--- src/hdl/cpu_cfg_pkg.sv ---
package cpu_cfg_pkg;

    localparam int word_w      = 8;
    localparam int prog_depth  = 32;
    localparam int pc_w        = 5;
    localparam int instr_w     = 12;   // 4-bit opcode plus 8-bit operand.
    localparam int ram_depth   = 256;
    localparam int ram_aw      = 8;
    localparam int stack_depth = 8;
    localparam int sp_w        = 3;    // Index into the stack array.
    localparam int depth_w     = 4;    // Counts 0 to 8.

    localparam logic [depth_w-1:0] depth_full = depth_w'(stack_depth);

    typedef struct packed {
        logic               we;
        logic [pc_w-1:0]    addr;
        logic [instr_w-1:0] instr;
    } prog_wr_t;

    typedef struct packed {
        logic              valid;
        logic [word_w-1:0] data;
    } out_t;

    typedef struct packed {
        logic busy;
        logic halted;
        logic fault;
    } status_t;

endpackage

--- src/hdl/isa_pkg.sv ---
package isa_pkg;

    localparam int opcode_w  = 4;
    localparam int operand_w = 8;

    // Codes 13 and 14 have no label and decode as nop.
    typedef enum logic [opcode_w-1:0] {
        nop    = 4'd0,
        pushi  = 4'd1,
        load   = 4'd2,
        store  = 4'd3,
        add    = 4'd4,
        sub    = 4'd5,
        and_op = 4'd6,
        xor_op = 4'd7,
        dup    = 4'd8,
        drop   = 4'd9,
        jmp    = 4'd10,
        jz     = 4'd11,
        out    = 4'd12,
        halt   = 4'd15
    } opcode_t;

    typedef struct packed {
        opcode_t              op;
        logic [operand_w-1:0] operand;
    } instr_t;

    // pop_replace removes the top and overwrites the entry below it.
    typedef enum logic [1:0] {
        none,
        push,
        pop,
        pop_replace
    } stack_op_t;

endpackage

--- src/hdl/data_ram.sv ---
`timescale 1ns/1ps

module data_ram (
    input  logic                           clk,
    input  logic [cpu_cfg_pkg::ram_aw-1:0] addr,
    input  logic                           we,
    input  logic [cpu_cfg_pkg::word_w-1:0] wdata,
    output logic [cpu_cfg_pkg::word_w-1:0] rdata
);

    logic [cpu_cfg_pkg::word_w-1:0] mem [cpu_cfg_pkg::ram_depth];

    // Contents survive from one run to the next.
    always_ff @(posedge clk) begin
        if (we) begin
            mem[addr] <= wdata;
        end
        rdata <= mem[addr];   // Read every cycle.
    end

endmodule

--- src/hdl/exec_unit.sv ---
`timescale 1ns/1ps

module exec_unit (
    input  logic                            clk,
    input  logic                            rstn,
    input  isa_pkg::instr_t                 instr,
    input  logic                            retire_en,
    input  logic [cpu_cfg_pkg::word_w-1:0]  tos,
    input  logic [cpu_cfg_pkg::word_w-1:0]  nos,
    input  logic [cpu_cfg_pkg::depth_w-1:0] depth,
    input  logic [cpu_cfg_pkg::word_w-1:0]  rd_data,
    output isa_pkg::stack_op_t              stk_op,
    output logic [cpu_cfg_pkg::word_w-1:0]  stk_data,
    output logic [cpu_cfg_pkg::ram_aw-1:0]  ram_addr,
    output logic                            ram_we,
    output logic [cpu_cfg_pkg::word_w-1:0]  ram_wdata,
    output logic                            taken,
    output logic [cpu_cfg_pkg::pc_w-1:0]    target,
    output logic                            stop,
    output logic                            fault,
    output cpu_cfg_pkg::out_t               out
);

    isa_pkg::stack_op_t             kind;
    logic                           branch;
    logic                           commit;
    logic                           emit;
    logic                           out_valid;
    logic [cpu_cfg_pkg::word_w-1:0] out_data;

    always_comb begin
        kind     = isa_pkg::none;
        stk_data = tos;
        branch   = 1'b0;
        fault    = 1'b0;
        case (instr.op)
            isa_pkg::pushi, isa_pkg::load, isa_pkg::dup: begin
                kind  = isa_pkg::push;
                fault = (depth >= cpu_cfg_pkg::depth_full);   // Overflow.
                if (instr.op == isa_pkg::pushi) begin
                    stk_data = instr.operand;
                end else if (instr.op == isa_pkg::load) begin
                    stk_data = rd_data;
                end
            end
            isa_pkg::add, isa_pkg::sub, isa_pkg::and_op, isa_pkg::xor_op: begin
                kind  = isa_pkg::pop_replace;
                fault = (depth < cpu_cfg_pkg::depth_w'(2));
                case (instr.op)
                    isa_pkg::add:    stk_data = nos + tos;
                    isa_pkg::sub:    stk_data = nos - tos;
                    isa_pkg::and_op: stk_data = nos & tos;
                    default:         stk_data = nos ^ tos;
                endcase
            end
            isa_pkg::store, isa_pkg::drop, isa_pkg::jz, isa_pkg::out: begin
                kind   = isa_pkg::pop;
                fault  = (depth == '0);   // Underflow.
                branch = (instr.op == isa_pkg::jz) && (tos == '0);
            end
            isa_pkg::jmp: branch = 1'b1;
            default: ;
        endcase
    end

    // A faulting instruction retires without touching any state.
    assign commit = retire_en && !fault;
    assign emit   = commit && (instr.op == isa_pkg::out);

    assign stk_op    = commit ? kind : isa_pkg::none;
    assign ram_addr  = instr.operand;   // Read lands in rd_data by retire.
    assign ram_we    = commit && (instr.op == isa_pkg::store);
    assign ram_wdata = tos;
    assign taken     = commit && branch;
    assign target    = instr.operand[cpu_cfg_pkg::pc_w-1:0];
    assign stop      = (instr.op == isa_pkg::halt);

    always_ff @(posedge clk or negedge rstn) begin
        if (!rstn) begin
            out_valid <= 1'b0;
        end else begin
            out_valid <= emit;
        end
    end

    always_ff @(posedge clk) begin
        if (emit) begin
            out_data <= tos;
        end
    end

    assign out = cpu_cfg_pkg::out_t'{valid: out_valid, data: out_data};

endmodule

--- src/hdl/operand_stack.sv ---
`timescale 1ns/1ps

module operand_stack (
    input  logic                            clk,
    input  logic                            rstn,
    input  logic                            clr,
    input  isa_pkg::stack_op_t              op,
    input  logic [cpu_cfg_pkg::word_w-1:0]  data,
    output logic [cpu_cfg_pkg::word_w-1:0]  tos,
    output logic [cpu_cfg_pkg::word_w-1:0]  nos,
    output logic [cpu_cfg_pkg::depth_w-1:0] depth
);

    logic [cpu_cfg_pkg::word_w-1:0] mem [cpu_cfg_pkg::stack_depth];
    logic [cpu_cfg_pkg::sp_w-1:0]   free_idx;
    logic [cpu_cfg_pkg::sp_w-1:0]   top_idx;
    logic [cpu_cfg_pkg::sp_w-1:0]   next_idx;

    // Top and next indices wrap around when the stack is shallow.
    assign free_idx = depth[cpu_cfg_pkg::sp_w-1:0];
    assign top_idx  = cpu_cfg_pkg::sp_w'(depth - 1'b1);
    assign next_idx = cpu_cfg_pkg::sp_w'(depth - 2'd2);

    assign tos = mem[top_idx];
    assign nos = mem[next_idx];

    always_ff @(posedge clk or negedge rstn) begin
        if (!rstn) begin
            depth <= '0;
        end else if (clr) begin
            depth <= '0;
        end else begin
            case (op)
                isa_pkg::push:                 depth <= depth + 1'b1;
                isa_pkg::pop, isa_pkg::pop_replace: depth <= depth - 1'b1;
                default: ;
            endcase
        end
    end

    always_ff @(posedge clk) begin
        if (op == isa_pkg::push) begin
            mem[free_idx] <= data;
        end else if (op == isa_pkg::pop_replace) begin
            mem[next_idx] <= data;   // Result of a binary op takes the lower slot.
        end
    end

endmodule

--- src/hdl/program_counter.sv ---
`timescale 1ns/1ps

module program_counter (
    input  logic                         clk,
    input  logic                         rstn,
    input  logic                         clr,
    input  logic                         step,
    input  logic                         taken,
    input  logic [cpu_cfg_pkg::pc_w-1:0] target,
    output logic [cpu_cfg_pkg::pc_w-1:0] pc
);

    // Clear has priority; the counter wraps at the end of the program store.
    always_ff @(posedge clk or negedge rstn) begin
        if (!rstn) begin
            pc <= '0;
        end else if (clr) begin
            pc <= '0;
        end else if (step) begin
            if (taken) begin
                pc <= target;
            end else begin
                pc <= pc + 1'b1;
            end
        end
    end

endmodule

--- src/hdl/program_store.sv ---
`timescale 1ns/1ps

module program_store (
    input  logic                         clk,
    input  cpu_cfg_pkg::prog_wr_t        prog,
    input  logic [cpu_cfg_pkg::pc_w-1:0] pc,
    input  logic                         fetch_en,
    output isa_pkg::instr_t              instr
);

    isa_pkg::instr_t mem [cpu_cfg_pkg::prog_depth];

    // The load port is only used while the processor is idle.
    always_ff @(posedge clk) begin
        if (prog.we) begin
            mem[prog.addr] <= isa_pkg::instr_t'(prog.instr);
        end
    end

    // Instruction register.
    // It holds its value through execute and retire, which is what
    // lets the execution unit decode it combinationally in both cycles.
    always_ff @(posedge clk) begin
        if (fetch_en) begin
            instr <= mem[pc];
        end
    end

endmodule

--- src/hdl/sequencer.sv ---
`timescale 1ns/1ps

module sequencer (
    input  logic                 clk,
    input  logic                 rstn,
    input  logic                 start,
    input  logic                 stop,
    input  logic                 fault,
    output logic                 fetch_en,
    output logic                 exec_en,
    output logic                 retire_en,
    output logic                 pc_clr,
    output cpu_cfg_pkg::status_t status
);

    typedef enum logic [2:0] {
        st_idle,
        st_fetch,
        st_exec,
        st_retire,
        st_halt
    } state_t;

    state_t state;
    logic   fault_q;

    // A run may begin from idle or after a previous run has stopped.
    assign pc_clr    = ((state == st_idle) || (state == st_halt)) && start;
    assign fetch_en  = (state == st_fetch);
    assign exec_en   = (state == st_exec);
    assign retire_en = (state == st_retire);

    always_ff @(posedge clk or negedge rstn) begin
        if (!rstn) begin
            state   <= st_idle;
            fault_q <= 1'b0;
        end else begin
            case (state)
                st_idle, st_halt: begin
                    if (start) begin
                        state   <= st_fetch;
                        fault_q <= 1'b0;   // Flags of the last run go away.
                    end
                end
                st_fetch: state <= st_exec;
                st_exec:  state <= st_retire;
                st_retire: begin
                    if (stop || fault) begin
                        state   <= st_halt;
                        fault_q <= fault;
                    end else begin
                        state <= st_fetch;
                    end
                end
                default: state <= st_idle;
            endcase
        end
    end

    assign status = cpu_cfg_pkg::status_t'{
        busy:   fetch_en || exec_en || retire_en,
        halted: (state == st_halt),
        fault:  fault_q
    };

endmodule

--- src/hdl/stack_cpu.sv ---
`timescale 1ns/1ps

module stack_cpu (
    input  logic                  clk,
    input  logic                  rstn,
    input  cpu_cfg_pkg::prog_wr_t prog,
    input  logic                  start,
    output cpu_cfg_pkg::out_t     out,
    output cpu_cfg_pkg::status_t  status
);

    logic                            fetch_en;
    logic                            retire_en;
    logic                            pc_clr;
    logic                            stop;
    logic                            fault;
    logic [cpu_cfg_pkg::pc_w-1:0]    pc;
    logic                            taken;
    logic [cpu_cfg_pkg::pc_w-1:0]    target;
    isa_pkg::instr_t                 instr;
    isa_pkg::stack_op_t              stk_op;
    logic [cpu_cfg_pkg::word_w-1:0]  stk_data;
    logic [cpu_cfg_pkg::word_w-1:0]  tos;
    logic [cpu_cfg_pkg::word_w-1:0]  nos;
    logic [cpu_cfg_pkg::depth_w-1:0] depth;
    logic [cpu_cfg_pkg::ram_aw-1:0]  ram_addr;
    logic                            ram_we;
    logic [cpu_cfg_pkg::word_w-1:0]  ram_wdata;
    logic [cpu_cfg_pkg::word_w-1:0]  rd_data;

    sequencer i_sequencer (
        .clk, .rstn, .start, .stop, .fault,
        .fetch_en, .exec_en(), .retire_en, .pc_clr, .status
    );

    program_counter i_pc (
        .clk, .rstn, .clr(pc_clr), .step(retire_en), .taken, .target, .pc
    );

    program_store i_prog (
        .clk, .prog, .pc, .fetch_en, .instr
    );

    exec_unit i_exec (
        .clk, .rstn, .instr, .retire_en, .tos, .nos, .depth, .rd_data,
        .stk_op, .stk_data, .ram_addr, .ram_we, .ram_wdata,
        .taken, .target, .stop, .fault, .out
    );

    data_ram i_ram (
        .clk, .addr(ram_addr), .we(ram_we), .wdata(ram_wdata), .rdata(rd_data)
    );

    // The stack is emptied at the start of every run.
    operand_stack i_stack (
        .clk, .rstn, .clr(pc_clr), .op(stk_op), .data(stk_data), .tos, .nos, .depth
    );

endmodule
--- config.mk ---
export PLATFORM = sky130hd
export DESIGN_NAME = stack_cpu
export DESIGN_NICKNAME = d
export VERILOG_FILES = /design/src/hdl/cpu_cfg_pkg.sv /design/src/hdl/isa_pkg.sv /design/src/hdl/data_ram.sv /design/src/hdl/exec_unit.sv /design/src/hdl/operand_stack.sv /design/src/hdl/program_counter.sv /design/src/hdl/program_store.sv /design/src/hdl/sequencer.sv /design/src/hdl/stack_cpu.sv
export SDC_FILE = /design/constraint.sdc
export NUM_CORES = 2
export LEC_CHECK = 0
export BUFFER_PORTS_ARGS = -buffer_cell sky130_fd_sc_hd__buf_2
export CORE_MARGIN = 2
export CORE_UTILIZATION = 39
export DETAILED_ROUTE_END_ITERATION = 8
export PLACE_DENSITY = 0.54
export SLEW_MARGIN = 0
export SYNTH_ARGS = -nofsm -noshare
export SYNTH_HDL_FRONTEND = slang
export SYNTH_HIERARCHICAL = 1
export SYNTH_SLANG_ARGS = --single-unit
export TNS_END_PERCENT = 50
--- constraint.sdc ---
create_clock -name clk -period 6.5 [get_ports clk]
set_input_delay 0.975 -clock clk [delete_from_list [all_inputs] [get_ports clk]]
set_output_delay 0.975 -clock clk [all_outputs]
set_load 0.03 [all_outputs]
Yosys cells after proc, flatten, opt, wreduce, memory -nomap -nowiden
Memories as Yosys holds them, arrays and structs flattened. A register that Yosys moved wholly into a read port is not among the register bits.
Cells that the tools add are included.

storage, ports and cells
  flip-flop bits (word level) = 22
  bits in writable memories = 2496
  input bits = 21
  output and inout port bits = 12
  memories kept = 3

memories
  name         words  width  read ports  clocked after Yosys merged registers in  wr ports  line                 RTL
  i_ram.mem    256    8      1           1                                        1         data_ram.sv:11       logic [cpu_cfg_pkg::word_w-1:0] mem [cpu_cfg_pkg::ram_depth];
  i_prog.mem   32     12     1           1                                        1         program_store.sv:11  isa_pkg::instr_t mem [cpu_cfg_pkg::prog_depth];
  i_stack.mem  8      8      2           0                                        1         operand_stack.sv:14  logic [cpu_cfg_pkg::word_w-1:0] mem [cpu_cfg_pkg::stack_depth];

operators by class
  add/subtract/negate cells = 6
  $lt $le $gt $ge = 2
  equal/unequal tests = 22
  multiplexer cells = 31
  bitwise gates (word level) = 2
  reduce and logical (&&, ||, !) cells = 24

operators with widths
  cell                                            count
  == test 4 bit (second input constant)           6
  2-to-1 mux 8 bit                                3
  one-hot mux 8 bit (3 select lines)              1
  == test 4 x 3 -> 1 bit (second input constant)  4
  one-hot mux 8 bit (2 select lines)              1
  2-to-1 mux 5 bit                                3
  2-to-1 mux 1 bit                                12
  one-hot mux 3 bit (4 select lines)              1
  2-to-1 mux 3 bit                                3
  adder 8 bit                                     1
  AND 8 bit                                       1
  == test 4 x 2 -> 1 bit (second input constant)  2
  zero test 8 bit                                 1
  one-hot mux 4 bit (2 select lines)              1
  OR reduction 4 bit                              2
  OR reduction 8 bit                              1
  subtractor 8 bit                                1
  XOR 8 bit                                       1
  == test 3 x 2 -> 1 bit (second input constant)  2
  logical AND 1 bit                               6
  one-hot mux 2 bit (3 select lines)              1
  adder 5 x 1 -> 5 bit (second input constant)    1
  adder 4 x 1 -> 4 bit (second input constant)    1
  == test 2 bit (second input constant)           2
  other kinds (22)                                29

Depth between registers and ports, before layout
  depth in word-level cells = 12
  gate-level depth with buffers = 20

By module
Netlist, hierarchy kept.

modules (own cells, without submodules)
  module           instances  cells an instance  area an instance (um^2)  sequential area each (um^2)
  data_ram         1          3547               78492.8                  61659.1
  program_store    1          868                15588.7                  11891.4
  operand_stack    1          219                3375.7                   2021.9
  exec_unit        1          239                1843.0                   265.3
  program_counter  1          34                 305.3                    125.1
  sequencer        1          22                 222.7                    100.1

Worst setup path before layout
OpenSTA, ideal clock, no wires.

  path kind = flip-flop to flip-flop
  start point = register i_stack/depth[0] (netlist name)
  end point = memory i_stack/mem[0][6] (netlist name) (data pin)
  library setup time = 265 ps
  data arrival time = 4438 ps
  path slack = 1797 ps
  stages on the path, launching flop included = 19
  period minus slack after synthesis = 4703 ps
  cells stage by stage = dfrtp_1 -> buf_6 -> inv_1 -> ha_1 -> buf_4 -> buf_4 -> mux2_2 -> o22ai_1 -> a221oi_1 -> inv_1 -> ha_1 -> mux2_2 -> fa_1 -> nor2b_1 -> o21ai_0 -> a21boi_0 -> o21ai_0 -> mux2_2 -> o21ai_0

on the way
  longest elaborated chain between the ends = 6

RTL lines
  what                                             line                              RTL
  start, declared                                  operand_stack.sv:11               output logic [cpu_cfg_pkg::depth_w-1:0] depth
  start signal, assigned                           operand_stack.sv:34               isa_pkg::push: depth <= depth + 1'b1;
  start signal, assigned                           operand_stack.sv:35               isa_pkg::pop, isa_pkg::pop_replace: depth <= depth - 1'b1;
  subtractor 4 x 1 -> 4 bit *                      -
  memory read (8 x 8 bit) *                        -
  via tos, one bit                                 stack_cpu.sv:23                   logic [cpu_cfg_pkg::word_w-1:0] tos;
  subtractor 8 bit or adder 8 bit (tied branches)  exec_unit.sv:51, exec_unit.sv:50
  one-hot mux 8 bit (3 select lines) *             exec_unit.sv:49                   case (instr.op)
  one-hot mux 8 bit (2 select lines) *             exec_unit.sv:36                   case (instr.op)
  via stk_data, one bit                            stack_cpu.sv:22                   logic [cpu_cfg_pkg::word_w-1:0] stk_data;
  2-to-1 mux 8 bit (no line) *                     -
  end, declared                                    operand_stack.sv:14

The timed path passes the listed nets; every way through them passes the cells marked *.

Final worst setup path
  start point = register i_stack/depth[1] (netlist name)
  end point = memory i_stack/mem[3][6] (netlist name) (data pin)

The elaborated chain is that of the path after synthesis.

==> flow_summary_export.csv <==
group,metric,value,unit
floorplanning,design.core.area,254400,um^2
cells_and_area,most_common_library_cell_in_the_layout_ignoring_fill_and_taps,"sky130_fd_sc_hd__edfxtp_1",
drt,route.detailed.drc,0,
cells_and_area,layout-drive-gt1-share,22.23,%
sta,finish_stage_setup_viols,0,
worst_setup_path,worst-endpoint-arrival,6.10,ns
clock_network,cts_post_setup_buffers_inserted,0,
global_route,grt_max_degree,213,
clock_network,clock_latency,0.93,ns
clock_network,clock_tree_from_tritoncts,"yes",
clock_network,cts.sinks,2538,
power,powerDensity,506.3,nW/um^2
power,report.power.total,57.17,mW
placed_design,port_buffers,32,
floorplanning,io_pins,33,
worst_setup_path,critical_path_required,7.07,ns
global_route,grt_pass1_wl,357200,um
cells_and_area,syn_to_final_growth,13.11,%
logic_synthesis,synth.avg_cell_area,20.25,um^2
logic_synthesis,synth_edf_count,2516,
cells_and_area,most-common-layout-cells,"sky130_fd_sc_hd__edfxtp_1, sky130_fd_sc_hd__mux4_2, sky130_fd_sc_hd__nor2_1",
sta,finalHoldViolations,0,
placed_design,dp_worst_setup_slack,1.037,ns
logic_synthesis,post_synth_instance_area,99830,um^2
sta,worst_pin_slew,1.305,ns
hold_path,hold_path.class,"in -> reg",
logic_synthesis,syn-instance-count,4929,
logic_synthesis,synth_seq_cells,2538,
global_route,first_global_vias,49820,
drt,firstDrtPassIters,5,
cells_and_area,fin_nets,5141,
sta,min_period_over_period,85.11,%
floorplanning,start_util,39.24,%
sta,holdWs,0.3022,ns
placed_design,hpwlAfterDp,142800,um
clock_network,cts.clk_slew.worst_paths,0.06,ns
drt,route.final.wire_length,247600,um
power,worst_ir_drop_vdd,0.9386,mV
drt,drtIter0Drc,4923,
logic_synthesis,mappedNetlistNets,4973,
global_route,use_met1,26.66,%
logic_synthesis,ys_warn_count,6,
logic_synthesis,synth_sequential_area_ratio,76.19,%
global_route,global_route.usage.total,18.90,%
global_route,number_of_antenna_violations_at_the_first_check_in_global_routing,3,
clock_network,ctsHtreeMaxLevel,5,
logic_synthesis,ys_dominant_reg_cell,"sky130_fd_sc_hd__edfxtp_1",
worst_setup_path,cp_max_fo,17,
drt,number_of_vias_per_cell_after_detailed_routing,5.651,
power,static-leakage-power,34.60,nW
logic_synthesis,yosysUniqueCellTypes,77,
clock_network,cts-buffers-inserted,282,
sta,rsz0062_at_grt,"no",
sta,clock_skew,0.05213,ns
worst_setup_path,critPathCaptureType,"register",
floorplanning,die_boundary_width,509.9,um
floorplanning,core.rowCount,185,
run_status,run_status,"finished, final reports clean",
floorplanning,dieArea,260000,um^2
clock_network,cts-root-buf,"sky130_fd_sc_hd__clkbuf_16",
sta,slew_headroom,12.69,%
logic_synthesis,ys_async_sr_fraction,0.5516,%
global_route,grt_remaining_overflow,0,
sta,minimum_clock_period_after_layout,5.532,ns
placed_design,gp_routability_congestion,0.7923,
global_route,busiest_layer,"met2",
drt,ant_nets,0,
global_route,use_met3,3.403,%
drt,wire_per_inst,28.57,um
sta,final-max-slew-violation-count,0,
clock_network,ctsLongestPathBuffers,4,
sta,final_critical_path_setup_slack,0.9677,ns
drt,detailroute.via_count,48990,
global_route,gr-usage-met2,30.43,%
floorplanning,die_h,509.9,um
sta,maximum_clock_rate,0.1808,GHz
worst_setup_path,cp-start-kind,"register",
job,maxCapViolCount,0,
sta,sum_neg_setup_slack,0,ns
worst_setup_path,timing_worst_setup_path_type,"reg -> reg",
-- worst max-delay path, stage by stage (launching register included) --
cell	delay [ns]
sky130_fd_sc_hd__dfrtp_1	0.78
sky130_fd_sc_hd__inv_1	0.13
sky130_fd_sc_hd__ha_1	0.26
sky130_fd_sc_hd__xnor2_2	0.19
sky130_fd_sc_hd__nor2_2	0.76
sky130_fd_sc_hd__a221oi_4	0.22
sky130_fd_sc_hd__inv_1	0.19
sky130_fd_sc_hd__ha_1	0.25
sky130_fd_sc_hd__mux2_2	0.28
sky130_fd_sc_hd__fa_1	0.41
sky130_fd_sc_hd__nor2b_1	0.15
sky130_fd_sc_hd__o21ai_0	0.11
sky130_fd_sc_hd__a21boi_0	0.29
sky130_fd_sc_hd__o21ai_0	0.16
sky130_fd_sc_hd__mux2_2	0.28
sky130_fd_sc_hd__o21ai_0	0.72
-- state kept, by name (all words and copies together), names as in the netlist --
signal	count
i_exec/out_data	8
i_exec/out_valid	1
i_pc/pc	5
i_prog/instr	12
i_prog/mem	384
i_ram/mem	2048
i_ram/rdata	8
i_sequencer/fault_q	1
i_sequencer/state	3
i_stack/depth	4
i_stack/mem	64
-- metal layers --
| metal | routed length [um] | vias to the layer above |
|---|---|---|
| li1 | - | 20820 |
| met1 | 107300 | 26270 |
| met2 | 120400 | 1552 |
| met3 | 14960 | 341 |
| met4 | 5006 | 0 |
| met5 | 0 | - |
-- cell type report --
class / instances / area (um^2)
clock inverters: 135 / 1251
repair buffers: 214 / 1717
inverters: 22 / 82.58
fillers: 21550 / 141500
diodes: 3 / 7.507
flip-flops and latches: 2538 / 76070
well taps: 3366 / 4212
clock buffers: 352 / 7498
multi-input cells: 2039 / 22080
-- path summary, 6_finish.rpt --
check | slack (ns) | end | cells after the start | from
min | 0.30 | i_sequencer/state[0]$_DFFE_PN0P_ | 2 | start
max reg2reg | 0.97 | i_stack/mem[3][6]$_DFFE_PP_ | 15 | i_stack/depth[1]$_DFFE_PN0P_
min reg2reg | 0.52 | i_sequencer/fault_q$_DFFE_PN0P_ | 1 | i_sequencer/fault_q$_DFFE_PN0P_
max | 0.97 | i_stack/mem[3][6]$_DFFE_PP_ | 15 | i_stack/depth[1]$_DFFE_PN0P_
max in group asynchronous | 5.71 | i_pc/pc[0]$_DFFE_PN0P_ | 2 | rstn
min in group asynchronous | 0.50 | i_sequencer/fault_q$_DFFE_PN0P_ | 2 | rstn
-- cells by family (layout without fill, tap and decap cells) --
logic type | Yosys count | count (layout) | synth area share, %
DFF | 2538 | 2538 | 76.19
muxes | 762 | 762 | 14.34
AOI/OAI and AO/OA | 625 | 625 | 4.320
and+or+nand+nor | 613 | 613 | 2.744
buffers and inverters | 352 | 723 | 1.959
adders and majority gates | 23 | 23 | 0.2958
xor gates and xnor gates | 16 | 16 | 0.1479
other | 0 | 3 | 0
-- stage by stage --
| stage | utilization [%] | instances | instance area (um^2) |
|---|---|---|---|
| 2_1_floorplan | - | 4929 | 99830 |
| 3_3_place_gp | 40.94 | 8178 | 104100 |
| 3_5_place_dp | 40.94 | 8178 | 104100 |
| 4_1_cts | 44.38 | 8666 | 112900 |
| 5_1_grt | 44.38 | 8667 | 112900 |
| 6_report | 44.39 | 8669 | 112900 |
-- repair_timing --
item                                   4_1_cts  5_1_grt
endpoints found under the hold margin       14        0
resized for setup                            0        0
hold buffers                                 1        0
-- cells in the mapped netlist, types with 44 or more instances --
cell	n	area, um^2
sky130_fd_sc_hd__clkbuf_1	160	600.6
sky130_fd_sc_hd__a21oi_1	172	860.8
sky130_fd_sc_hd__nand3_1	44	220.2
sky130_fd_sc_hd__buf_2	61	305.3
sky130_fd_sc_hd__nor3_1	48	240.2
sky130_fd_sc_hd__buf_4	50	375.4
sky130_fd_sc_hd__edfxtp_1	2516	75550
sky130_fd_sc_hd__mux2i_1	214	2142
sky130_fd_sc_hd__nand2_1	104	390.4
sky130_fd_sc_hd__a22oi_1	304	2282
sky130_fd_sc_hd__nor2_1	318	1194
sky130_fd_sc_hd__mux4_2	513	11550
-- power breakdown --
group	switching (mW)	internal, mW
Sequential	0.367	23.1
Clock	6.22	9.06
Combinational	12.7	5.64
Total	19.3	37.9
Power figures use the tool's default switching activity.
